--- src/include/gpu_macros.svh ---
`ifndef GPU_MACROS_SVH
`define GPU_MACROS_SVH

// Width of a data or instruction word.
`define GPU_WORD_WIDTH 32

// Width of a host or core byte address.
`define GPU_ADDRESS_WIDTH 16

// Each RAM holds 2**10 words, indexed by byte address bits 11:2.
`define GPU_RAM_WORDS_LOG2 10

// Sixteen integer registers.
`define GPU_REG_COUNT_LOG2 4

`endif

--- src/rtl/gpu_pkg.sv ---
`include "gpu_macros.svh"

package gpu_pkg;

    typedef logic [`GPU_WORD_WIDTH-1:0]     word_t;
    typedef logic [`GPU_ADDRESS_WIDTH-1:0]  byte_addr_t;
    typedef logic [`GPU_RAM_WORDS_LOG2-1:0] word_index_t;
    typedef logic [`GPU_REG_COUNT_LOG2-1:0] reg_index_t;

    // Exception code in the top byte, faulting PC below it.
    typedef logic [8+`GPU_ADDRESS_WIDTH-1:0] exc_data_t;

    typedef enum logic [7:0] {
        OP_HALT  = 8'h00,
        OP_ADD   = 8'h01,
        OP_SUB   = 8'h02,
        OP_AND   = 8'h03,
        OP_XOR   = 8'h04,
        OP_ADDI  = 8'h05,
        OP_LOAD  = 8'h06,
        OP_STORE = 8'h07,
        OP_BNE   = 8'h08
    } opcode_e;

    typedef enum logic [7:0] {
        EXC_NONE         = 8'd0,
        EXC_ILLEGAL_OP   = 8'd1,
        EXC_MISALIGNED   = 8'd2,
        EXC_OUT_OF_RANGE = 8'd3
    } exc_code_e;

    typedef enum logic [2:0] {IDLE, FETCH, EXECUTE, MEM_WAIT, DONE} core_state_e;

endpackage

--- src/rtl/register_file.sv ---
`timescale 1ns/100ps
`include "gpu_macros.svh"

module register_file (
    input  logic                clock,
    input  logic                rst_n,
    input  gpu_pkg::reg_index_t read_index_a,
    input  gpu_pkg::reg_index_t read_index_b,
    input  gpu_pkg::reg_index_t host_index,
    output gpu_pkg::word_t      read_data_a,
    output gpu_pkg::word_t      read_data_b,
    output gpu_pkg::word_t      host_data,
    input  logic                write,
    input  gpu_pkg::reg_index_t write_index,
    input  gpu_pkg::word_t      write_data
);
    import gpu_pkg::*;

    localparam int unsigned REG_COUNT = 1 << `GPU_REG_COUNT_LOG2;

    word_t regs [REG_COUNT];

    always_ff @(posedge clock) begin
        if (!rst_n) begin
            for (int i = 0; i < REG_COUNT; i++) begin
                regs[i] <= '0;
            end
        end else if (write && write_index != '0) begin
            regs[write_index] <= write_data;
        end
    end

    // Register 0 is hardwired to zero.
    assign read_data_a = (read_index_a == '0) ? '0 : regs[read_index_a];
    assign read_data_b = (read_index_b == '0) ? '0 : regs[read_index_b];
    assign host_data   = (host_index == '0) ? '0 : regs[host_index];

endmodule

--- config.mk ---
export PLATFORM = sky130hd
export DESIGN_NAME = register_file
export DESIGN_NICKNAME = d
export VERILOG_FILES = /design/src/rtl/gpu_pkg.sv /design/src/rtl/register_file.sv
export VERILOG_INCLUDE_DIRS = /design/src /design/src/include
export SDC_FILE = /design/constraint.sdc
export NUM_CORES = 1
export LEC_CHECK = 0
export ABC_AREA = 0
export BUFFER_PORTS_ARGS = -buffer_cell sky130_fd_sc_hd__buf_2
export CAP_MARGIN = 20
export CORE_ASPECT_RATIO = 0.8
export CORE_MARGIN = 8
export CORE_UTILIZATION = 60
export CTS_CLUSTER_SIZE = 25
export DETAILED_ROUTE_END_ITERATION = 10
export HOLD_SLACK_MARGIN = 0.06
export PLACE_DENSITY = 0.85
export SLEW_MARGIN = 5
export SYNTH_ARGS = -nofsm -noshare
export SYNTH_HDL_FRONTEND = slang
export SYNTH_SLANG_ARGS = --single-unit
--- constraint.sdc ---
create_clock -name clock -period 4.7 [get_ports clock]
set_clock_uncertainty 0.05 [all_clocks]
set_input_delay 0.235 -clock clock [delete_from_list [all_inputs] [get_ports clock]]
set_output_delay 0.235 -clock clock [all_outputs]
set_load 0.05 [all_outputs]
---- Yosys cells after proc, flatten, opt, wreduce, memory -nomap -nowiden ----
Memory sizes are Yosys's and may differ from the RTL's.
Cells that the tools add are included.
storage, ports and cells
  memories kept ........................... 1
  register bits after elaboration ......... 0
  output and inout port bits .............. 96
  memory bits (writable) .................. 512
  bits of input ports ..................... 51
operators by class
  mux-type cells .......................... 10
  reductions and logical operators ........ 6
memories
  name  depth  bits a word  rd ports  clocked after memory_dff  wr ports  line                 RTL
  regs  16     32           3         0                         16        register_file.sv:21  word_t regs [REG_COUNT];
operator list
  kind                 number
  $mux W32             4
  $reduce_or A32 Y1    1
  $logic_not A4 Y1     3
  $mux W1              5
  $mux W4              1
  $reduce_bool A4 Y1   1
  $logic_and A1 B1 Y1  1

---- Depth between registers and ports, before layout ----
  word-level depth ........................ 7
  depth in mapped cells ................... 7

---- Worst setup path after synthesis ----
OpenSTA, ideal clock, no wires.
  kind .................................... input port to flip-flop
  from .................................... input rst_n
  to ...................................... memory regs[11][0] (netlist bit) (enable)
  required time ........................... 4.184 ns
  stages .................................. 3
  path slack .............................. 1.222 ns
  buffers on the path ..................... 1
  data arrival time ....................... 2.962 ns
  cells stage by stage .................... clkbuf_2 -> nand4_4 -> o21ai_0
RTL lines
  element             line                 RTL
  start: declaration  register_file.sv:6   input logic rst_n,
  end: declaration    register_file.sv:21

---- Final worst setup path ----
  from .................................... input read_index_b[3]
  to ...................................... output read_data_b[2]
on the way
  longest elaborated chain between the ends .. 2
  elaborated cells on any way between the ends .. 3
  those cells by class .................... mux: 1; reduce/logical: 1; memory: 1
ends and longest elaborated chain
  element                                                     line                 RTL
  start: declaration                                          register_file.sv:8   input gpu_pkg::reg_index_t read_index_b,
  $mem_v2 Z16 W32 / $logic_not A4 Y1 (equally long branches)  --
  $mux W32 *                                                  register_file.sv:35  assign read_data_b = (read_index_b == '0) ? '0 : regs[read_index_b];
  end: declaration                                            register_file.sv:11  output gpu_pkg::word_t read_data_b,
Every way passes the cells marked *; elsewhere a longest branch is shown, timed or not.

==> impl_metrics.csv <==
group,metric,value,unit
outcome,status,"complete, no violations",
power_and_ir_drop,pwr-share-clk,36.7,%
timing,fmax,251,MHz
timing,slew_violations,0,
yosys,synth_mux_area_share,26.1,%
worst_setup_path,cp_slowest_cell,"nand2b_1",
floorplan,die_y,214,um
yosys,synthesis.area,29300,um^2
final_layout,mostFrequentLayoutCells,"481 x and2_1, 481 x edfxtp_1, 287 x mux2i_1",
clocking,path_clk_slew,0.07,ns
routing,drtPass1Iterations,9,
place,gp_congestion,0.912,
final_layout,regMostFlops,"regs",
power_and_ir_drop,p_leak,11.8,nW
routing,viasPerCell,7.61,
global_route,track_usage,33.6,%
power_and_ir_drop,cellPowerDensity,355,nW/um^2
routing,ant_nets,0,
yosys,synth_xor_area_share,0,%
worst_setup_path,slowest_delay,1.06,ns
clocking,clockRootBuffer,"clkbuf_16",
yosys,synth_seq_cells,481,
floorplan,dieArea,56200,um^2
power_and_ir_drop,switchingPower,0.00329,W
yosys,synth_area_leader_cell,"edfxtp_1",
yosys,synth_fa_ha_area_share,0,%
yosys,yosysSeqAreaShare,49.3,%
clocking,htree_num_levels,2,
global_route,grt_max_degree,88,
global_route,grt_pass1_vias,22500,
timing,setup_viol,0,
worst_setup_path,path_cells,"buf_4 > nand2b_1 > buf_4 > o22ai_1 > a2111oi_0 > nor2_1 > buf_2",
floorplan,io_pins,147,
final_layout,register_area,14400,um^2
floorplan,die-width,263,um
worst_setup_path,path_common_cell,"buf_4",
timing,worstMarginPinSlew,1.26,ns
timing,final_hold_viol_count,0,
routing,wl_per_cell,33.2,um
final_layout,largest_register_ffs,481,
clocking,cts_made_buffers,48,
worst_setup_path,cp.arrival,3.69,ns
routing,wl,97200,um
yosys,synth_top_cell_area_share,49.3,%
yosys,synth_compound_area_share,7.74,%
global_route,grt-ovfl-total,0,
clocking,clockBufferDepth,3,
clocking,cts_setup_buffers,0,
routing,first_iter_violations,3793,
power_and_ir_drop,seq_power_share,45.1,%
clocking,tritoncts,"built",
final_layout,fill_cells,3244,
floorplan,placementRows,72,
yosys,synthCells,2211,
power_and_ir_drop,power_frac_comb,18.1,%
final_layout,reg.largest.list,"regs x481",
floorplan,start_util,60.7,%
timing,period_share,84.6,%
global_route,top_usage_layer,"met2",
run,drv_cap,0,
yosys,syn_nets,2262,
global_route,grt_use_met3,10.2,%
yosys,avgSynthCellArea,13.3,um^2
worst_setup_path,start_kind,"input port",
place,portBuffers,146,
worst_setup_path,endpoint_kind,"primary output",
power_and_ir_drop,swShare,28.6,%
power_and_ir_drop,power.total,0.0115,W
power_and_ir_drop,power.internal,0.00822,W
final_layout,synthToLayoutAreaGrowth,10.6,%
timing,tns,0,ns
yosys,ys_warn_count,0,
power_and_ir_drop,vdd_drop_max,395,uV
global_route,met2_usage,53.0,%
worst_setup_path,worstSetupPathType,"in -> out",
worst_setup_path,critPathRequiredTime,4.41,ns
final_layout,multi_input_area,14000,um^2
timing,fin_crit,3.98,ns
hold_path,hold_class,"in -> reg",
clocking,cts.sinks,481,
place,dp_hpwl,57600,um
final_layout,final_util,67.1,%
timing,rsz0062_at_grt,"false",
final_layout,nets,2306,
yosys,synth_top_family_by_area,"multiplexers",
global_route,use_met1,41.7,%
global_route,grt_pass1_wl,143000,um
timing,slew_headroom,16.2,%
final_layout,drive_gt1_share,24.3,%
routing,routed-via-count,22200,
routing,drc,0,
floorplan,fp.coreArea,48300,um^2
yosys,netlist_top_cells_area,"edfxtp_1 49%, mux4_2 15%, and2_1 10%",
yosys,synth_cell_types,36,
global_route,antenna_found_initial,3,
yosys,synthSimpleGateAreaFrac,13.2,%
worst_setup_path,path_max_fanout,71,
clocking,cts_resized,0,
layout make-up:
cell class / count / area share, %
Antenna cell: 1 / 0.00772
Multi-Input combinational cell: 1499 / 43.1
Timing Repair Buffer: 224 / 4.66
Tap cell: 629 / 2.43
Sequential cell: 481 / 44.6
Clock inverter: 33 / 1.39
Inverter: 1 / 0.0116
Clock buffer: 56 / 3.86
final timing paths:
check,start,end,slack (ns),depth (start not counted)
worst max-delay path,read_index_b[3],read_data_b[2],0.72,7
worst min-delay path,write_data[5],regs[1][5],0.07,2
critical path, delay by kind of cell:
kind | cells | cell delay (ns)
and+or+nand+nor | 2 | 1.21
buffers and inverters | 3 | 1.49
AOI/OAI and AO/OA | 2 | 0.69
power groups by stage:
stage	Combinational [W]	Sequential (W)	Clock [W]
final	0.00209	0.00519	0.00423
after global routing	0.00215	0.00521	0.00438
after CTS	0.00203	0.00518	0.00423
after detailed placement	0.00201	0.00526	0
after global placement	0.00197	0.00523	0
after floorplan	0.00144	0.00519	0
cells in the mapped netlist, drive strengths merged:
cell type / number
a2111oi: 60
a221o: 33
nor4: 3
nor3: 3
nand2: 9
inv: 1
nand2b: 14
a31oi: 3
nor3b: 2
o21ba: 1
a21oi: 64
conb: 1
edfxtp: 481
nand4: 1
buf: 93
and2: 481
o22ai: 123
mux2i: 287
nand4b: 2
clkbuf: 137
nand3b: 2
nor2: 131
nand3: 2
o21ai: 12
mux2: 36
mux4: 194
nor2b: 4
a22oi: 31
cell families (layout without fill, tap and decap cells):
logic type	count (synthesis)	in the layout
AND/OR/NAND/NOR	654	654
AO/OA/AOI/OAI	327	327
other	1	2
buffers and inverters	231	314
multiplexers	517	517
flip-flops	481	481
per-stage QoR:
stage          std cells  worst slack (ns)  hold WS (ns)  cell area [um^2]
2_1_floorplan       2211              1.22         0.383             29300
3_5_place_dp        2819             0.941         0.632             30500
4_1_cts             2918             0.780        0.0638             32300
5_1_grt             2923             0.720        0.0773             32400
6_report            2924             0.723        0.0681             32400
3_3_place_gp        2817              1.06         0.629             30500
routing by layer:
| layer | vias to the layer above | share of wire, % |
|---|---|---|
| met3 | 499 | 16 |
| li1 | 8677 | - |
| met5 | - | 0.028 |
| met1 | 10800 | 33 |
| met2 | 2252 | 45 |
| met4 | 4 | 6.2 |
repair_timing:
item / 4_1_cts / 5_1_grt
endpoints found under the hold margin: 94 / 0
endpoints found under the setup margin: 0 / 0
hold buffers: 10 / 0
No activity file was read; power rests on OpenSTA's default activity.
