<file path="config.mk">
export PLATFORM = sky130hd
export DESIGN_NAME = host_access_flat
export DESIGN_NICKNAME = d
export VERILOG_FILES = /design/src/rtl/gpu_pkg.sv /design/src/rtl/ram_if.sv /design/src/rtl/host_access.sv /design/src/flat_wrapper.sv
export VERILOG_INCLUDE_DIRS = /design/src /design/src/include
export SDC_FILE = /design/constraint.sdc
export NUM_CORES = 1
export LEC_CHECK = 0
export BUFFER_PORTS_ARGS = -buffer_cell sky130_fd_sc_hd__buf_2
export CORE_AREA = 2 2 157 159
export DETAILED_ROUTE_END_ITERATION = 6
export DIE_AREA = 0 0 159 161
export SETUP_SLACK_MARGIN = 0.1
export SLEW_MARGIN = 20
export SYNTH_ARGS = -nofsm -noshare
export SYNTH_HDL_FRONTEND = slang
export SYNTH_SLANG_ARGS = --single-unit
</file>
<file path="constraint.sdc">
create_clock -name vclk -period 0.8
set_input_delay 0.04 -clock vclk [all_inputs]
set_output_delay 0.04 -clock vclk [all_outputs]
set_load 0.03 [all_outputs]
</file>
<file path="src/include/gpu_macros.svh">
`ifndef GPU_MACROS_SVH
`define GPU_MACROS_SVH

// Width of a data or instruction word.
`define GPU_WORD_WIDTH 32

// Width of a host or core byte address.
`define GPU_ADDRESS_WIDTH 16

// Each RAM holds 2**10 words, indexed by byte address bits 11:2.
`define GPU_RAM_WORDS_LOG2 10

// Sixteen integer registers.
`define GPU_REG_COUNT_LOG2 4

`endif

</file>
<file path="src/rtl/gpu_pkg.sv">
`include "gpu_macros.svh"

package gpu_pkg;

    typedef logic [`GPU_WORD_WIDTH-1:0]     word_t;
    typedef logic [`GPU_ADDRESS_WIDTH-1:0]  byte_addr_t;
    typedef logic [`GPU_RAM_WORDS_LOG2-1:0] word_index_t;
    typedef logic [`GPU_REG_COUNT_LOG2-1:0] reg_index_t;

    // Exception code in the top byte, faulting PC below it.
    typedef logic [8+`GPU_ADDRESS_WIDTH-1:0] exc_data_t;

    typedef enum logic [7:0] {
        OP_HALT  = 8'h00,
        OP_ADD   = 8'h01,
        OP_SUB   = 8'h02,
        OP_AND   = 8'h03,
        OP_XOR   = 8'h04,
        OP_ADDI  = 8'h05,
        OP_LOAD  = 8'h06,
        OP_STORE = 8'h07,
        OP_BNE   = 8'h08
    } opcode_e;

    typedef enum logic [7:0] {
        EXC_NONE         = 8'd0,
        EXC_ILLEGAL_OP   = 8'd1,
        EXC_MISALIGNED   = 8'd2,
        EXC_OUT_OF_RANGE = 8'd3
    } exc_code_e;

    typedef enum logic [2:0] {IDLE, FETCH, EXECUTE, MEM_WAIT, DONE} core_state_e;

endpackage

</file>
<file path="src/rtl/ram_if.sv">
`timescale 1ns/100ps

// One word-addressed RAM port.
interface ram_if;
    import gpu_pkg::*;

    word_index_t address;
    logic        write;
    word_t       write_data;
    word_t       read_data;

    modport master (
        output address, write, write_data,
        input  read_data
    );

    modport ram (
        input  address, write, write_data,
        output read_data
    );
endinterface

</file>
<file path="src/rtl/host_access.sv">
`timescale 1ns/100ps
`include "gpu_macros.svh"

module host_access (
    input  logic                run,
    input  logic                ext_enable_write_inst,
    input  logic                ext_enable_write_data,
    input  gpu_pkg::byte_addr_t ext_inst_address,
    input  gpu_pkg::byte_addr_t ext_data_address,
    input  gpu_pkg::word_t      ext_inst_input,
    input  gpu_pkg::word_t      ext_data_input,
    ram_if.ram                  core_inst,
    ram_if.ram                  core_data,
    ram_if.master               inst_ram,
    ram_if.master               data_ram
);
    import gpu_pkg::*;

    // Host addresses are in bytes, the RAMs are word indexed.
    function automatic word_index_t to_index(input byte_addr_t address);
        return address[`GPU_RAM_WORDS_LOG2+1:2];
    endfunction

    // Instruction RAM.
    // Only the host ever writes it, and only while the core is stopped.
    always_comb begin
        if (run) begin
            inst_ram.address    = core_inst.address;
            inst_ram.write      = 1'b0;
            inst_ram.write_data = '0;
        end else begin
            inst_ram.address    = to_index(ext_inst_address);
            inst_ram.write      = ext_enable_write_inst;
            inst_ram.write_data = ext_inst_input;
        end
    end

    // Data RAM is owned by the core while it runs.
    always_comb begin
        if (run) begin
            data_ram.address    = core_data.address;
            data_ram.write      = core_data.write;
            data_ram.write_data = core_data.write_data;
        end else begin
            data_ram.address    = to_index(ext_data_address);
            data_ram.write      = ext_enable_write_data;
            data_ram.write_data = ext_data_input;
        end
    end

    assign core_inst.read_data = inst_ram.read_data;
    assign core_data.read_data = data_ram.read_data;

endmodule

</file>
<file path="src/flat_wrapper.sv">
// flat-port wrapper written by rule: the top's interface ports become plain ports
module host_access_flat import gpu_pkg::*;
  (run, ext_enable_write_inst, ext_enable_write_data, ext_inst_address, ext_data_address, ext_inst_input, ext_data_input, core_inst_address, core_inst_write, core_inst_write_data, core_inst_read_data, core_data_address, core_data_write, core_data_write_data, core_data_read_data, inst_ram_address, inst_ram_write, inst_ram_write_data, inst_ram_read_data, data_ram_address, data_ram_write, data_ram_write_data, data_ram_read_data);
  ram_if core_inst_i ();
  ram_if core_data_i ();
  ram_if inst_ram_i ();
  ram_if data_ram_i ();
  input  logic run;
  input  logic ext_enable_write_inst;
  input  logic ext_enable_write_data;
  input  gpu_pkg::byte_addr_t ext_inst_address;
  input  gpu_pkg::byte_addr_t ext_data_address;
  input  gpu_pkg::word_t ext_inst_input;
  input  gpu_pkg::word_t ext_data_input;
  input wire logic [$bits(core_inst_i.address)-1:0] core_inst_address;
  input wire logic [$bits(core_inst_i.write)-1:0] core_inst_write;
  input wire logic [$bits(core_inst_i.write_data)-1:0] core_inst_write_data;
  output wire logic [$bits(core_inst_i.read_data)-1:0] core_inst_read_data;
  input wire logic [$bits(core_data_i.address)-1:0] core_data_address;
  input wire logic [$bits(core_data_i.write)-1:0] core_data_write;
  input wire logic [$bits(core_data_i.write_data)-1:0] core_data_write_data;
  output wire logic [$bits(core_data_i.read_data)-1:0] core_data_read_data;
  output wire logic [$bits(inst_ram_i.address)-1:0] inst_ram_address;
  output wire logic [$bits(inst_ram_i.write)-1:0] inst_ram_write;
  output wire logic [$bits(inst_ram_i.write_data)-1:0] inst_ram_write_data;
  input wire logic [$bits(inst_ram_i.read_data)-1:0] inst_ram_read_data;
  output wire logic [$bits(data_ram_i.address)-1:0] data_ram_address;
  output wire logic [$bits(data_ram_i.write)-1:0] data_ram_write;
  output wire logic [$bits(data_ram_i.write_data)-1:0] data_ram_write_data;
  input wire logic [$bits(data_ram_i.read_data)-1:0] data_ram_read_data;
  assign core_inst_i.address = core_inst_address;
  assign core_inst_i.write = core_inst_write;
  assign core_inst_i.write_data = core_inst_write_data;
  assign core_inst_read_data = core_inst_i.read_data;
  assign core_data_i.address = core_data_address;
  assign core_data_i.write = core_data_write;
  assign core_data_i.write_data = core_data_write_data;
  assign core_data_read_data = core_data_i.read_data;
  assign inst_ram_address = inst_ram_i.address;
  assign inst_ram_write = inst_ram_i.write;
  assign inst_ram_write_data = inst_ram_i.write_data;
  assign inst_ram_i.read_data = inst_ram_read_data;
  assign data_ram_address = data_ram_i.address;
  assign data_ram_write = data_ram_i.write;
  assign data_ram_write_data = data_ram_i.write_data;
  assign data_ram_i.read_data = data_ram_read_data;
  host_access u_core (.run(run), .ext_enable_write_inst(ext_enable_write_inst), .ext_enable_write_data(ext_enable_write_data), .ext_inst_address(ext_inst_address), .ext_data_address(ext_data_address), .ext_inst_input(ext_inst_input), .ext_data_input(ext_data_input), .core_inst(core_inst_i), .core_data(core_data_i), .inst_ram(inst_ram_i), .data_ram(data_ram_i));
endmodule
</file>
* After elaboration in Yosys (flattened, before gate mapping) *
Cells that the tools add are included.

storage, ports and cells
  output and inout port bits = 150
  register bits after elaboration = 0
  logic and storage cells = 6
  input bits = 249

cells by class
  muxes and demuxes = 6

operators with widths
  cell      count
  $mux W32  2
  $mux W10  2
  $mux W1   2

* Longest topological paths before layout *
Gate-level depths: netlist of run 1.

  depth in word-level cells = 1
  depth in mapped cells = 4
  depth with buffers taken out = 1

* Worst setup path after synthesis of run 1 *
No wires, ideal clock.

  path kind = input -> output
  start = input port run
  end = output port inst_ram_write_data[10]
  setup slack = -118 ps
  buffers on the path = 3
  stages = 4
  arrival = 878 ps
  cell sequence = buf_6 -> buf_6 -> buf_2 -> nor2b_1

between the ends
  longest elaborated chain between the ends = 1

RTL lines
  what         RTL line            text
  from (decl)  flat_wrapper.sv:8   input logic run;
  $mux W32     host_access.sv:27   if (run) begin
  to (decl)    flat_wrapper.sv:25  output wire logic [$bits(inst_ram_i.write_data)-1:0] inst_ram_write_data;

Every way passes these cells.

* Final worst setup path of run 1 *
  start = input port run
  end = output port data_ram_write_data[29]

between the ends
  longest elaborated chain between the ends = 1

RTL lines
  what       RTL line            text
  $mux W32   host_access.sv:40   if (run) begin
  to (decl)  flat_wrapper.sv:29  output wire logic [$bits(data_ram_i.write_data)-1:0] data_ram_write_data;

Every way passes these cells.

==> results_dict.tcl, run 1 <==
set metrics [dict create \
    antenna_left 0 \
    relSlewSlack_pct 88.6 \
    synth_area_sq_um 1380 \
    seq_power_share_pct 0 \
    rsz0062_at_grt "yes" \
    worstMarginPinSlew_ns 0.171 \
    placed_area_sq_um 2730 \
    portBuffers 226 \
    crit_arrival_ns 0.86 \
    final_cell_area_sq_um 3140 \
    start_util_pct 5.75 \
    globalRoute.totalOverflow 0 \
    ff_latch_area_sq_um 0 \
    dr.pass1.iters 4 \
    crit_path_max_fanout 17 \
    io_pins 399 \
    swShare_pct 49.8 \
    seq_cells 0 \
    finalHoldViolCount 0 \
    viasPerCell 2.63 \
    ys.warnings.count 0 \
    yosysSeqAreaShare_pct 0 \
    grt_max_degree 27 \
    peakVddDrop_mv 0.294 \
    most-common-layout-cells "151 x buf_2, 40 x buf_4, 40 x buf_6" \
    dieWidth_um 159 \
    period_share_pct 113 \
    status "finished with violations" \
    startpoint_type "input pin" \
    nNetsFinal 575 \
    p_leak_nw 1.59 \
    power_switching_w 0.00107 \
    syn_inst 160 \
    gp_congestion 0.726 \
    report.final.slew_viol_count 0 \
    drc 0 \
    whs_endpoint "core_data_read_data[1]" \
    antenna_found_initial 0 \
    track_usage_pct 4.17 \
    area_delta_synth_final_pct 128 \
    min-delay-start "data_ram_read_data[1]" \
    clock_buffers 0 \
    power_frac_comb_pct 100.0 \
    setup_slack_ns -0.105 \
    hold_buffers 0 \
    power.density_nw_per_um2 685 \
    pwr-share-clk_pct 0 \
    hpwl_mm 5.27 \
    crit_required_ns 0.76 \
    p_int_w 0.00108 \
    hold_class "in -> out" \
    synthesis.nets 409 \
    syn_area_per_cell_sq_um 8.62 \
    synth_cell_types 6 \
    whs_ns 0.0800 \
    vias 1702 \
    diodes 0 \
    drt-wirelength-per-cell_um 9.76 \
    setup_viol_count_final 59 \
    grt_pass1_vias 1651 \
    fin_crit_ns 0.905 \
    grt_pass1_wl_mm 8.63 \
    maxCapViolCount 0 \
    fmax_ghz 1.11 \
    drt-total-wl_mm 6.32 \
    core_area_sq_um 24000 \
    final_common_cell "buf_2" \
    end_kind "output port" \
    hold_path_depth 0 \
    drive_above_1_share_pct 100 \
    path_class "in -> out" \
    violations "setup timing" \
    drt_iter0_markers 28 \
    fp-row-count 57 \
    die_area_sq_um 25600 \
    die_h_um 161 \
]
cells by family after synthesis:
group	share of synthesized area [%]
and+or+nand+nor	15.0
buffers and inverters	39.8
muxes	45.2
per-stage QoR:
step           total power [W]  TNS [ns]  utilization [%]  setup slack [ns]  std cells
2_1_floorplan          0.00177         0                -           0.00288        160
3_3_place_gp           0.00184     -6.22             11.4            -0.127        647
3_5_place_dp           0.00185     -6.83             11.4            -0.128        647
4_1_cts                0.00215     -3.77             13.0            -0.109        648
5_1_grt                0.00225     -5.32             13.1            -0.140        648
6_report               0.00215     -3.29             13.1            -0.105        648
worst max path at each step:
stage | start | end | cells past startpoint
after CTS | run | inst_ram_address[9] | 4
after floorplan | run | data_ram_write_data[22] | 4
after detailed placement | run | data_ram_write_data[10] | 4
after global placement | run | data_ram_write_data[31] | 4
final | run | data_ram_write_data[29] | 4
after global routing | run | data_ram_address[5] | 4
synthesized netlist by cell type:
cell	instances	area share [%]
mux2_2	46	38
mux2_4	7	7.6
buf_6	3	2.4
buf_4	64	35
nor2b_1	33	15
buf_2	7	2.5
power groups by stage:
stage               registers, W  clock network, W  logic (W)
floorplan                      0                 0    0.00177
global placement               0                 0    0.00184
detailed placement             0                 0    0.00185
CTS                            0                 0    0.00215
global route                   0                 0    0.00225
finish                         0                 0    0.00215
area by class of cell:
class	count	area, sq um
Fill cell	2723	20800
Timing Repair Buffer	238	1640
Multi-Input combinational cell	86	1090
Tap cell	324	405
what timing repair did:
action	CTS	global route
setup endpoints to repair	82	85
cloned	0	0
hold endpoints to repair	0	0
resized for setup	125	7
buffers inserted	1	0
worst max-delay path, cell delays in order:
cell and delay, ns:
buf_12 0.10, buf_12 0.17, mux2_2 0.35, buf_2 0.18
routing by layer:
metal	global-route usage [%]	vias to the layer above	share of wire [%]
met4	0.0826	0	0.25
met3	2.41	2	16
li1	-	789	-
met1	4.87	720	37
met2	7.04	191	47
met5	0	-	0
Note: power is estimated with default switching activity, not from simulation.
==> run 2: changes to the inputs <==
Settings changed: SETUP_SLACK_MARGIN 0.1 to 0.2.
==> run 2 against run 1 <==
Compared with the run above: the run still ends with setup timing left; largest power group unchanged; final cell count unchanged; global-route usage unchanged; critical path type unchanged; via count grew 0.18%; wire length is essentially flat; sequential cell count unchanged; clock-buffer cell count unchanged; cell area rose by 0.32%; maximum frequency about the same.
==> results_dict.tcl, run 2 (same netlist as run 1, synthesis figures left out) <==
set metrics [dict create \
    antenna_found_initial 0 \
    path_class "in -> out" \
    drt-wirelength-per-cell_um 9.77 \
    drc 0 \
    fillCellCount 2725 \
    drive_above_1_share_pct 100 \
    crit_required_ns 0.76 \
    setup_slack_ns -0.106 \
    busiest_layer "met2" \
    nNetsFinal 575 \
    seq_cells 0 \
    startpoint_type "input pin" \
    drt_iter0_markers 29 \
    final_cell_area_sq_um 3150 \
    grt_pass1_wl_mm 8.63 \
    vias 1705 \
    die_area_sq_um 25600 \
    clock_buffers 0 \
    fin_crit_ns 0.906 \
    violations "setup timing" \
    min-delay-start "data_ram_read_data[1]" \
    power.density_nw_per_um2 685 \
    portBuffers 226 \
    crit_arrival_ns 0.87 \
    viasPerCell 2.63 \
    grt_use_met3_pct 2.41 \
    met2_usage_pct 7.04 \
    fmax_ghz 1.10 \
    start_util_pct 5.75 \
    crit_path_max_fanout 17 \
    peakVddDrop_mv 0.294 \
    antenna_left 0 \
    stdcell_count 648 \
    period_share_pct 113 \
    finalHoldViolCount 0 \
    track_usage_pct 4.17 \
    whs_endpoint "core_data_read_data[1]" \
    status "finished with violations" \
    end_kind "output port" \
    grt_pass1_vias 1651 \
    hpwl_mm 5.27 \
    placed_area_sq_um 2730 \
    report.final.slew_viol_count 0 \
    hold_buffers 0 \
    ff_latch_area_sq_um 0 \
    p_leak_nw 1.60 \
    post-route-util_pct 13.1 \
    diodes 0 \
    globalRoute.totalOverflow 0 \
    hold_class "in -> out" \
    hold_path_depth 0 \
    area_delta_synth_final_pct 128 \
    fp-row-count 57 \
    grt_max_degree 27 \
    die_h_um 161 \
    io_pins 399 \
    rsz0062_at_grt "yes" \
    drt-total-wl_mm 6.33 \
    maxCapViolCount 0 \
    setup_viol_count_final 60 \
    dr.pass1.iters 4 \
    relSlewSlack_pct 88.6 \
    gp_congestion 0.726 \
    dieWidth_um 159 \
    core_area_sq_um 24000 \
    placed_cells 647 \
    most-common-layout-cells "150 x buf_2, 42 x buf_6, 39 x mux2_2, 39 x buf_4, 30 x nor2b_4" \
    power_w 0.00216 \
    worstMarginPinSlew_ns 0.171 \
    final_common_cell "buf_2" \
    met1_usage_pct 4.87 \
]
## run 2: changes by cell type in the layout (fill, tap and decap cells not counted)
cell	delta
buf_2	-1
buf_4	-1
buf_6	+2
## run 2: final cells by class
type | instances | area [sq um] | area share, %
timing repair buffer | 238 | 1650 | 52.5
multi-input combinational | 86 | 1090 | 34.6
tap | 324 | 405 | 12.9
## run 2: repair_timing
action	4_1_cts	5_1_grt
hold endpoints to repair	0	0
endpoints found under the setup margin	86	86
buffers inserted	1	0
resized for setup	130	4
## run 2: power by group
part | total [W] | internal (W) | switching (W)
clock network | 0 | 0 | 0
logic | 0.00216 | 0.00108 | 0.00107
registers | 0 | 0 | 0
total | 0.00216 | 0.00108 | 0.00107
## run 2: worst max path at each step
stage / start / end / slack, ns
2_1_floorplan: run / data_ram_write_data[22] / 0.003
3_3_place_gp: run / data_ram_write_data[31] / -0.13
3_5_place_dp: run / data_ram_write_data[10] / -0.13
4_1_cts: run / inst_ram_address[9] / -0.11
5_1_grt: run / data_ram_address[5] / -0.14
6_report: run / data_ram_write_data[29] / -0.11
## run 2: through the flow
step / hold slack, ns / setup TNS (ns) / setup WS (ns)
finish: 0.0800 / -3.31 / -0.106
global route: 0.0801 / -5.32 / -0.140
CTS: 0.0802 / -3.77 / -0.109
detailed placement: 0.0802 / -6.83 / -0.128
global placement: 0.0802 / -6.22 / -0.127
floorplan: 0.212 / 0 / 0.00288
## run 2: critical path, stage by stage
cell and delay [ns]:
buf_12 0.10, buf_12 0.17, mux2_2 0.35, buf_2 0.18
## run 2: metal layers
| metal | vias up | part of all wire [%] |
|---|---|---|
| li1 | 790 | - |
| met1 | 722 | 37 |
| met2 | 191 | 47 |
| met3 | 2 | 16 |
| met4 | 0 | 0.25 |
| met5 | - | 0 |
