`src/include/gpu_macros.svh`:
```
`ifndef GPU_MACROS_SVH
`define GPU_MACROS_SVH

// Width of a data or instruction word.
`define GPU_WORD_WIDTH 32

// Width of a host or core byte address.
`define GPU_ADDRESS_WIDTH 16

// Each RAM holds 2**10 words, indexed by byte address bits 11:2.
`define GPU_RAM_WORDS_LOG2 10

// Sixteen integer registers.
`define GPU_REG_COUNT_LOG2 4

`endif

```
`src/rtl/gpu_pkg.sv`:
```
`include "gpu_macros.svh"

package gpu_pkg;

    typedef logic [`GPU_WORD_WIDTH-1:0]     word_t;
    typedef logic [`GPU_ADDRESS_WIDTH-1:0]  byte_addr_t;
    typedef logic [`GPU_RAM_WORDS_LOG2-1:0] word_index_t;
    typedef logic [`GPU_REG_COUNT_LOG2-1:0] reg_index_t;

    // Exception code in the top byte, faulting PC below it.
    typedef logic [8+`GPU_ADDRESS_WIDTH-1:0] exc_data_t;

    typedef enum logic [7:0] {
        OP_HALT  = 8'h00,
        OP_ADD   = 8'h01,
        OP_SUB   = 8'h02,
        OP_AND   = 8'h03,
        OP_XOR   = 8'h04,
        OP_ADDI  = 8'h05,
        OP_LOAD  = 8'h06,
        OP_STORE = 8'h07,
        OP_BNE   = 8'h08
    } opcode_e;

    typedef enum logic [7:0] {
        EXC_NONE         = 8'd0,
        EXC_ILLEGAL_OP   = 8'd1,
        EXC_MISALIGNED   = 8'd2,
        EXC_OUT_OF_RANGE = 8'd3
    } exc_code_e;

    typedef enum logic [2:0] {IDLE, FETCH, EXECUTE, MEM_WAIT, DONE} core_state_e;

endpackage

```
`src/rtl/ram_if.sv`:
```
`timescale 1ns/100ps

// One word-addressed RAM port.
interface ram_if;
    import gpu_pkg::*;

    word_index_t address;
    logic        write;
    word_t       write_data;
    word_t       read_data;

    modport master (
        output address, write, write_data,
        input  read_data
    );

    modport ram (
        input  address, write, write_data,
        output read_data
    );
endinterface

```
`src/rtl/shader_core.sv`:
```
`timescale 1ns/100ps
`include "gpu_macros.svh"

module shader_core (
    input  logic                clock,
    input  logic                rst_n,
    input  logic                run,
    output logic                halted,
    output logic                exception,
    output gpu_pkg::exc_data_t  exception_data,
    ram_if.master               inst_port,
    ram_if.master               data_port,
    output gpu_pkg::reg_index_t rf_index_a,
    output gpu_pkg::reg_index_t rf_index_b,
    input  gpu_pkg::word_t      rf_data_a,
    input  gpu_pkg::word_t      rf_data_b,
    output logic                rf_write,
    output gpu_pkg::reg_index_t rf_write_index,
    output gpu_pkg::word_t      rf_write_data,
    input  gpu_pkg::reg_index_t special_index,
    output gpu_pkg::word_t      special_data
);
    import gpu_pkg::*;

    localparam int unsigned RAM_BYTES = 1 << (`GPU_RAM_WORDS_LOG2 + 2);

    core_state_e state;
    byte_addr_t  pc;
    word_t       retired;

    word_t       inst;
    opcode_e     opcode;
    reg_index_t  rd;
    reg_index_t  rs1;
    reg_index_t  rs2;
    word_t       imm;
    word_t       mem_addr;
    word_t       branch_target;
    byte_addr_t  pc_plus4;
    logic        branch_taken;
    logic        alu_op;
    word_t       alu_result;
    exc_code_e   fault_code;

    function automatic exc_code_e check_address(input word_t address);
        exc_code_e code;
        code = EXC_NONE;
        if (address[1:0] != 2'b00) begin
            code = EXC_MISALIGNED;
        end else if (address >= RAM_BYTES) begin
            code = EXC_OUT_OF_RANGE;
        end
        return code;
    endfunction

    // Instruction word stays valid through EXECUTE and MEM_WAIT,
    // since the fetch address only moves when PC does.
    assign inst   = inst_port.read_data;
    assign opcode = opcode_e'(inst[31:24]);
    assign rd     = inst[23:20];
    assign rs1    = inst[19:16];
    assign rs2    = inst[15:12];
    assign imm    = {{16{inst[15]}}, inst[15:0]};

    // STORE and BNE read rd on the second port.
    assign rf_index_a = rs1;
    assign rf_index_b = (opcode == OP_STORE || opcode == OP_BNE) ? rd : rs2;

    assign mem_addr      = rf_data_a + imm;
    assign pc_plus4      = pc + byte_addr_t'(4);
    assign branch_target = word_t'(pc) + word_t'(4) + imm;
    assign branch_taken  = (rf_data_a != rf_data_b);

    always_comb begin
        alu_op = 1'b1;
        case (opcode)
            OP_ADD:  alu_result = rf_data_a + rf_data_b;
            OP_SUB:  alu_result = rf_data_a - rf_data_b;
            OP_AND:  alu_result = rf_data_a & rf_data_b;
            OP_XOR:  alu_result = rf_data_a ^ rf_data_b;
            OP_ADDI: alu_result = rf_data_a + imm;
            default: begin
                alu_op     = 1'b0;
                alu_result = '0;
            end
        endcase
    end

    always_comb begin
        case (opcode)
            OP_HALT, OP_ADD, OP_SUB, OP_AND, OP_XOR, OP_ADDI: fault_code = EXC_NONE;
            OP_LOAD, OP_STORE: fault_code = check_address(mem_addr);
            // Only a taken branch can fault on its target.
            OP_BNE:  fault_code = branch_taken ? check_address(branch_target) : EXC_NONE;
            default: fault_code = EXC_ILLEGAL_OP;
        endcase
    end

    assign inst_port.address    = pc[`GPU_RAM_WORDS_LOG2+1:2];
    assign inst_port.write      = 1'b0;
    assign inst_port.write_data = '0;

    assign data_port.address    = mem_addr[`GPU_RAM_WORDS_LOG2+1:2];
    assign data_port.write_data = rf_data_b;
    assign data_port.write      = (state == EXECUTE) && (opcode == OP_STORE)
                                  && (fault_code == EXC_NONE);

    // ALU results retire in EXECUTE, load data one cycle later.
    assign rf_write       = ((state == EXECUTE) && alu_op) || (state == MEM_WAIT);
    assign rf_write_index = rd;
    assign rf_write_data  = (state == MEM_WAIT) ? data_port.read_data : alu_result;

    always_ff @(posedge clock) begin
        // Dropping run parks the core just like reset.
        if (!rst_n || !run) begin
            state          <= IDLE;
            pc             <= '0;
            retired        <= '0;
            halted         <= 1'b0;
            exception      <= 1'b0;
            exception_data <= '0;
        end else begin
            case (state)
                IDLE: state <= FETCH;
                FETCH: state <= EXECUTE;
                EXECUTE: begin
                    if (fault_code != EXC_NONE) begin
                        state          <= DONE;
                        halted         <= 1'b1;
                        exception      <= 1'b1;
                        exception_data <= {fault_code, pc};
                    end else if (opcode == OP_HALT) begin
                        // PC is left on the HALT instruction.
                        state   <= DONE;
                        halted  <= 1'b1;
                        retired <= retired + 1'b1;
                    end else if (opcode == OP_LOAD) begin
                        state <= MEM_WAIT;
                    end else begin
                        state   <= FETCH;
                        retired <= retired + 1'b1;
                        if (opcode == OP_BNE && branch_taken) begin
                            pc <= branch_target[`GPU_ADDRESS_WIDTH-1:0];
                        end else begin
                            pc <= pc_plus4;
                        end
                    end
                end
                MEM_WAIT: begin
                    state   <= FETCH;
                    pc      <= pc_plus4;
                    retired <= retired + 1'b1;
                end
                default: state <= DONE;
            endcase
        end
    end

    // Special registers for the host.
    always_comb begin
        case (special_index)
            reg_index_t'(0): special_data = word_t'(pc);
            reg_index_t'(1): special_data = retired;
            default:         special_data = '0;
        endcase
    end

endmodule

```
`src/flat_wrapper.sv`:
```
// flat-port wrapper written by rule: the top's interface ports become plain ports
module shader_core_flat import gpu_pkg::*;
  (clock, rst_n, run, halted, exception, exception_data, rf_index_a, rf_index_b, rf_data_a, rf_data_b, rf_write, rf_write_index, rf_write_data, special_index, special_data, inst_port_address, inst_port_write, inst_port_write_data, inst_port_read_data, data_port_address, data_port_write, data_port_write_data, data_port_read_data);
  ram_if inst_port_i ();
  ram_if data_port_i ();
  input  logic clock;
  input  logic rst_n;
  input  logic run;
  output logic halted;
  output logic exception;
  output gpu_pkg::exc_data_t exception_data;
  output gpu_pkg::reg_index_t rf_index_a;
  output gpu_pkg::reg_index_t rf_index_b;
  input  gpu_pkg::word_t rf_data_a;
  input  gpu_pkg::word_t rf_data_b;
  output logic rf_write;
  output gpu_pkg::reg_index_t rf_write_index;
  output gpu_pkg::word_t rf_write_data;
  input  gpu_pkg::reg_index_t special_index;
  output gpu_pkg::word_t special_data;
  output wire logic [$bits(inst_port_i.address)-1:0] inst_port_address;
  output wire logic [$bits(inst_port_i.write)-1:0] inst_port_write;
  output wire logic [$bits(inst_port_i.write_data)-1:0] inst_port_write_data;
  input wire logic [$bits(inst_port_i.read_data)-1:0] inst_port_read_data;
  output wire logic [$bits(data_port_i.address)-1:0] data_port_address;
  output wire logic [$bits(data_port_i.write)-1:0] data_port_write;
  output wire logic [$bits(data_port_i.write_data)-1:0] data_port_write_data;
  input wire logic [$bits(data_port_i.read_data)-1:0] data_port_read_data;
  assign inst_port_address = inst_port_i.address;
  assign inst_port_write = inst_port_i.write;
  assign inst_port_write_data = inst_port_i.write_data;
  assign inst_port_i.read_data = inst_port_read_data;
  assign data_port_address = data_port_i.address;
  assign data_port_write = data_port_i.write;
  assign data_port_write_data = data_port_i.write_data;
  assign data_port_i.read_data = data_port_read_data;
  shader_core u_core (.clock(clock), .rst_n(rst_n), .run(run), .halted(halted), .exception(exception), .exception_data(exception_data), .inst_port(inst_port_i), .data_port(data_port_i), .rf_index_a(rf_index_a), .rf_index_b(rf_index_b), .rf_data_a(rf_data_a), .rf_data_b(rf_data_b), .rf_write(rf_write), .rf_write_index(rf_write_index), .rf_write_data(rf_write_data), .special_index(special_index), .special_data(special_data));
endmodule
```
`config.mk`:
```
export PLATFORM = sky130hd
export DESIGN_NAME = shader_core_flat
export DESIGN_NICKNAME = d
export VERILOG_FILES = /design/src/rtl/gpu_pkg.sv /design/src/rtl/ram_if.sv /design/src/rtl/shader_core.sv /design/src/flat_wrapper.sv
export VERILOG_INCLUDE_DIRS = /design/src /design/src/include
export SDC_FILE = /design/constraint.sdc
export NUM_CORES = 1
export LEC_CHECK = 0
export ABC_AREA = 0
export BUFFER_PORTS_ARGS = -buffer_cell sky130_fd_sc_hd__buf_2
export CORE_ASPECT_RATIO = 0.6
export CORE_MARGIN = 5
export CORE_UTILIZATION = 47
export CTS_CLUSTER_DIAMETER = 30
export DETAILED_ROUTE_END_ITERATION = 10
export GPL_TIMING_DRIVEN = 0
export PLACE_DENSITY_LB_ADDON = 0.3
export SLEW_MARGIN = 20
export SYNTH_ARGS = -nofsm -noshare
export SYNTH_HDL_FRONTEND = slang
export SYNTH_SLANG_ARGS = --single-unit
```
`constraint.sdc`:
```
create_clock -name clock -period 5.6 [get_ports clock]
set_clock_uncertainty 0.05 [all_clocks]
set_input_delay 1.12 -clock clock [delete_from_list [all_inputs] [get_ports clock]]
set_output_delay 1.12 -clock clock [all_outputs]
set_load 0.005 [all_outputs]
```
# Yosys cells after proc, flatten, opt, wreduce, memory -nomap -nowiden
# Index checks and enable logic that the tools add are counted.
dict set report totals {
  output_inout_bits 189
  inputBits 135
  elab_cells 86
  reg_bits 77
}
dict set report classes {
  bitwise 2
  n_lt_le_gt_ge 2
  mux 26
  addsub 7
  n_reduce_logical 26
  n_eq_ne 17
}
# cell count
set ops {}
lappend ops {{$pmux W32 S5} 1}
lappend ops {{$mux W32} 4}
lappend ops {{$pmux W32 S2} 2}
lappend ops {{$add A32 B32 Y32} 3}
lappend ops {{$ge A32 B13 Y1 const B} 2}
lappend ops {{$mux W16} 4}
lappend ops {{$add A32 B1 Y32 const B} 1}
lappend ops {{$and A32 B32 Y32} 1}
lappend ops {{$eq A8 B3 Y1 const B} 4}
lappend ops {{$ne A32 B32 Y1} 1}
lappend ops {{$pmux W16 S2} 1}
lappend ops {{$sub A32 B32 Y32} 1}
lappend ops {{$xor A32 B32 Y32} 1}
lappend ops {{$mux W8} 3}
lappend ops {{$pmux W8 S3} 1}
lappend ops {{$add A16 B3 Y17 const B} 1}
lappend ops {{$add A16 B3 Y16 const B} 1}
lappend ops {{$eq A8 B2 Y1 const B} 2}
lappend ops {{$logic_not A8 Y1} 2}
lappend ops {{$pmux W3 S3} 1}
lappend ops {{$eq A8 B1 Y1 const B} 1}
lappend ops {{$eq A8 B4 Y1 const B} 1}
lappend ops {{$reduce_bool A2 Y1} 4}
lappend ops {{$reduce_bool A8 Y1} 1}
lappend ops {{other kinds (20)} 36}

# Depth between registers and ports, before layout
dict set report depth {
  depth_word 10
  ltp_mapped 24
  mapped_depth_nobuf 19
}

# Least setup slack after synthesis
# OpenSTA, ideal clock, no wires.
dict set report synth_path {
  kind {register to output}
  from {register u_core.pc[3]}
  to {output port data_port_write}
  setup_slack_ns -0.029
  stages_incl_launch_ff 23
  arrival_time_ns 4.459
  path_cell_list {dfxtp_1 ha_1 nand3_1 nor2_1 and3_1 and3_1 clkbuf_1 nand3_1 xnor2_1 ha_1 clkbuf_1 nand2_1 nor2_1 and4_1 o21a_1 o21bai_1 o41a_1 a21boi_1 nand2b_1 buf_2 o211a_1 buf_1 and3_1}
}
dict set report synth_between {
  elab_chain_cells 9
}
# item line
set synth_rtl {}
lappend synth_rtl {{from (decl)} shader_core.sv:28} ;# byte_addr_t pc;
lappend synth_rtl {{from (signal assigned)} shader_core.sv:143} ;# pc <= branch_target[`GPU_ADDRESS_WIDTH-1:0];
lappend synth_rtl {{from (signal assigned)} shader_core.sv:145} ;# pc <= pc_plus4;
lappend synth_rtl {{from (signal assigned)} shader_core.sv:151} ;# pc <= pc_plus4;
lappend synth_rtl {{$add A16 B3 Y17} shader_core.sv:71} ;# assign branch_target = word_t'(pc) + word_t'(4) + imm;
lappend synth_rtl {{$add A32 B32 Y32} shader_core.sv:71}
lappend synth_rtl {{$ge A32 B13 Y1} shader_core.sv:50} ;# end else if (address >= RAM_BYTES) begin
lappend synth_rtl {{$mux W2} shader_core.sv:50}
lappend synth_rtl {{$mux W8} shader_core.sv:48} ;# if (address[1:0] != 2'b00) begin
lappend synth_rtl {{$mux W8} shader_core.sv:94} ;# OP_BNE: fault_code = branch_taken ? check_address(branch_target) : EXC_NONE;
lappend synth_rtl {{$pmux W8 S3} shader_core.sv:90} ;# case (opcode)
lappend synth_rtl {{$logic_not A8 Y1} shader_core.sv:106} ;# && (fault_code == EXC_NONE);
lappend synth_rtl {{$logic_and A1 B1 Y1} shader_core.sv:106}
lappend synth_rtl {{to (decl)} flat_wrapper.sv:26} ;# output wire logic [$bits(data_port_i.write)-1:0] data_port_write;
# Every way passes these cells.

# Worst setup path after layout
dict set report layout_path {
  from {input port rf_data_a[8]}
  to {output port data_port_write}
}
dict set report layout_between {
  elab_chain_cells 7
}
# item line
set layout_rtl {}
lappend layout_rtl {{from (decl)} flat_wrapper.sv:14} ;# input gpu_pkg::word_t rf_data_a;
lappend layout_rtl {{$add A32 B32 Y32} shader_core.sv:69} ;# assign mem_addr = rf_data_a + imm;
lappend layout_rtl {{$ge A32 B13 Y1} shader_core.sv:50}
lappend layout_rtl {{$mux W2} shader_core.sv:50}
lappend layout_rtl {{$mux W8} shader_core.sv:48}
lappend layout_rtl {{$pmux W8 S3 (*)} shader_core.sv:90}
lappend layout_rtl {{$logic_not A8 Y1 (*)} shader_core.sv:106}
lappend layout_rtl {{$logic_and A1 B1 Y1 (*)} shader_core.sv:106}
# Every way passes the cells marked *; elsewhere a longest branch is shown, timed or not.

==> results by group <==
Outcome
  – Status: finished with violations
  – Failing checks: negative setup slack

Die
  – Number of rows created at floorplan: 45
  – Horizontal die dimension: 217 um
  – IO Pins: 324
  – Total die area: 29200 um2
  – Initial core utilization: 47.9%
  – Vert. Die Dim: 134 um
  – Core Footprint: 25300 um2

GRT
  – First-pass GRT wire length: 84500 um
  – Sum of overflow across all layers after global routing: 0
  – Vias in the first global route: 14300
  – Maximum number of pins on one net before global-route repair: 24
  – Overall routing resource usage: 36.8%
  – Antenna violations before repair: 1

Final layout
  – Most frequent standard cell in the layout excluding fill and tap cells: sky130_fd_sc_hd__buf_2
  – Share of layout cells above drive strength 1: 31.1%
  – Most frequent cells in the layout: sky130_fd_sc_hd__buf_2 (286), sky130_fd_sc_hd__buf_4 (161), sky130_fd_sc_hd__a21oi_1 (153)
  – Count of filler cells inserted in the layout: 2337
  – Number of nets in the final layout: 2385
  – Register Area: 1440 um2
  – Multi-input gate area in the final layout: 10600 um2
  – Area Overhead vs Synth: 32.8%

Power and ir drop
  – PwrDens: 142 nW/um2
  – Peak supply drop: 0.157 mV
  – Leakage component of the power: 7.13 nW
  – Pwr Total: 0.00229 W

Timing
  – Max-slew headroom at the worst pin: 17.1%
  – Fin. max-slew vios: 0
  – Achievable clock frequency: 0.177 GHz
  – Final critical-path share of the clock period: 101%
  – Final min period: 5.64 ns
  – Slew @ Worst Pin: 1.24 ns
  – Setup violations, final: 1
  – Final Worst Setup Slack: -0.0418 ns
  – Final Hold Violating Endpoints: 0
  – RSZ-0062 raised after global routing: true
  – Hold Worst Slack: 0.422 ns

Routing
  – Initial DRC Count: 2644
  – Final ANT Viol Nets: 0
  – Total vias in the final route: 16100
  – First-pass detailed-route iteration total: 7
  – Mean number of vias per cell: 6.53
  – WL/cell: 23.9 um
  – Detailed-routed wire length on met3: 9610 um
  – Highest routed layer: met4
  – Met2 layer wire length in the routed design: 22700 um
  – Sum of routed wire segments on met1: 25200 um
  – DRC: 0
  – Final routed wirelength across all metal layers: 59100 um

Setup path
  – Reg2reg path depth: 22
  – Data required time at the worst endpoint: 4.43 ns
  – Arrival time reported for the critical path endpoint: 4.47 ns
  – Crit Reg-Reg Startpoint: u_core.pc[3]$_SDFFE_PP0P_
  – Endpoint of the lowest-slack register-to-register path: u_core.pc[9]$_SDFFE_PP0P_
  – Register-to-register setup slack: 0.42 ns
  – CP Capture Type: output pin
  – Type of the worst setup path: in -> out
  – CP Max Fanout: 6
  – Startpoint type of the worst setup path: input pin

Hold path
  – Classification of the worst-slack hold path: reg -> reg
  – Hold-critical path depth: 2
  – Sink of the worst hold path: u_core.exception_data[8]$_SDFFE_PP0P_
  – Start point of the worst min-delay path: u_core.exception_data[8]$_SDFFE_PP0P_

Clocking
  – CTS clk-pin slew, worst paths: 0.06 ns
  – Number of buffers on the longest clock path: 2
  – Worst-Skew Late Latency: 0.35 ns
  – Inserted Clock Buffers: 9
  – TritonCTS clock tree: done
  – CTS sink cnt: 71
  – Maximum level of the CTS H-tree: 3
  – CTS Hold Buffers Added: 0
  – Root Buffer Master: sky130_fd_sc_hd__clkbuf_16

Job
  – Max-cap violations: 0

Yosys
  – Async SR Flop Fraction: 0%
  – Number of enable flip-flop cells after synthesis: 0
  – Total of flip-flops plus latches after synthesis: 71
  – Synth Instances: 1748
  – Share of synthesized area occupied by flip-flops and latches: 11.7%
  – Number of distinct standard cells referenced by the synthesized netlist: 90
  – Mean cell area of the mapped netlist: 6.94 um2
  – Most used flip-flop cell after synthesis: sky130_fd_sc_hd__dfxtp_1
  – Count of warnings emitted by yosys: 0
  – Total standard cell area after synthesis: 12100 um2

Placement
  – Weighted congestion at the end of routability-driven global placement: 1.00
  – Detailed placement HPWL: 46000 um
  – Count of input and output buffers: 279
[sequential cells by signal, summed over array words and instances, names as in the netlist]
name                   count
u_core.exception_data     18
u_core.pc                 16
u_core.halted              1
u_core.state               3
u_core.exception           1
u_core.retired            32
[final cells by class]
cell class                      instances  area share [%]
Antenna cell                            2          0.0311
Buffer                                177            6.61
Clock buffer                           12            1.66
Clock inverter                          4           0.474
Inverter                               81            1.91
Multi-Input combinational cell       1441            65.6
Sequential cell                        71            8.95
Tap cell                              329            2.56
Timing Repair Buffer                  350            12.2
[critical path: stages]
cell and delay (ns):
sky130_fd_sc_hd__buf_2 0.15, sky130_fd_sc_hd__ha_2 0.36, sky130_fd_sc_hd__a21oi_4 0.25, sky130_fd_sc_hd__o211ai_1 0.22, sky130_fd_sc_hd__o21ai_4 0.32, sky130_fd_sc_hd__a21oi_4 0.12
sky130_fd_sc_hd__or4b_1 0.52, sky130_fd_sc_hd__a32oi_2 0.23, sky130_fd_sc_hd__o2111ai_2 0.19, sky130_fd_sc_hd__nor4_4 0.38, sky130_fd_sc_hd__o211a_4 0.21, sky130_fd_sc_hd__buf_8 0.10
sky130_fd_sc_hd__and3_4 0.19, sky130_fd_sc_hd__buf_6 0.10
[power breakdown]
part	leakage, nW	internal [W]	switching [W]
combinational	6.39	0.000436	0.000689
clock	0.165	0.000427	0.000234
sequential	0.576	0.000504	0.00000131
total	7.13	0.00137	0.000924
[synth_stat cells (all sizes together), types with 10 or more instances]
cell	instances	area share, %
nor2	141	4.4
a211oi	31	2.0
nand3	67	2.8
o311ai	13	0.94
a221oi	22	1.7
a2111oi	10	0.73
xor2	21	1.5
o21ai	129	5.4
and3	28	1.4
o221ai	12	0.87
and2	25	1.3
o211a	10	0.83
buf	109	6.5
nor3b	10	0.66
nand2	151	4.7
a22o	19	1.4
o21a	16	0.99
or4	25	1.5
nor2b	12	0.62
xnor2	28	2.0
nor4	15	0.90
nand2b	22	1.1
dfxtp	71	12
o21bai	19	1.2
clkbuf	84	2.6
nor3	38	1.6
ha	115	12
or3	16	0.83
a31oi	15	0.83
a21oi	169	7.0
a21o	32	2.0
o211ai	27	1.7
o31ai	26	1.6
nand4	24	1.2
inv	80	2.5
[repair_timing]
item                       in CTS  in global routing
buffers inserted               32                 39
gates resized for setup       132                130
pin swaps                      36                 84
setup endpoints to repair     101                 31
[per-stage QoR]
stage	worst slack [ns]	utilization (%)	instance area (um2)	cells	setup TNS [ns]
after floorplan	0.00692	-	12300	1786	0
after global placement	-1.59	55.6	14100	2394	-35.58
after detailed placement	-1.67	55.6	14100	2394	-43.76
after CTS	-0.0785	60.1	15200	2429	-0.109
after global routing	-0.103	63.5	16100	2466	-0.215
final	-0.0418	63.6	16100	2467	-0.0418
[cell families (layout without fill, tap and decap cells)]
| family | count (synthesis) | count (layout) | synth area share (%) |
|---|---|---|---|
| xor gates and xnor gates | 49 | 49 | 3.54 |
| other | 1 | 41 | 0.0309 |
| adders and majority gates | 119 | 119 | 12.5 |
| DFF | 71 | 71 | 11.7 |
| muxes | 10 | 10 | 0.867 |
| AOI/OAI and AO/OA | 625 | 625 | 34.9 |
| buffers and inverters | 274 | 624 | 11.6 |
| and+or+nand+nor | 599 | 599 | 24.9 |
[per-layer routing]
| metal | global-route usage, % | vias up |
|---|---|---|
| met1 | 55.6 | 7479 |
| li1 | - | 7172 |
| met2 | 49.5 | 1286 |
| met5 | 1.33 | - |
| met4 | 6.94 | 0 |
| met3 | 13.1 | 164 |
[how the worst max path moves through the flow]
stage | from | endpoint | depth (start not counted)
floorplan | u_core.pc[3]$_SDFFE_PP0P_ | data_port_write | 22
global placement | u_core.pc[3]$_SDFFE_PP0P_ | data_port_write | 22
detailed placement | u_core.pc[2]$_SDFFE_PP0P_ | data_port_write | 22
CTS | inst_port_read_data[15] | data_port_write | 13
global route | u_core.pc[3]$_SDFFE_PP0P_ | data_port_write | 20
finish | rf_data_a[8] | data_port_write | 14
No activity file was read; power rests on OpenSTA's default activity.
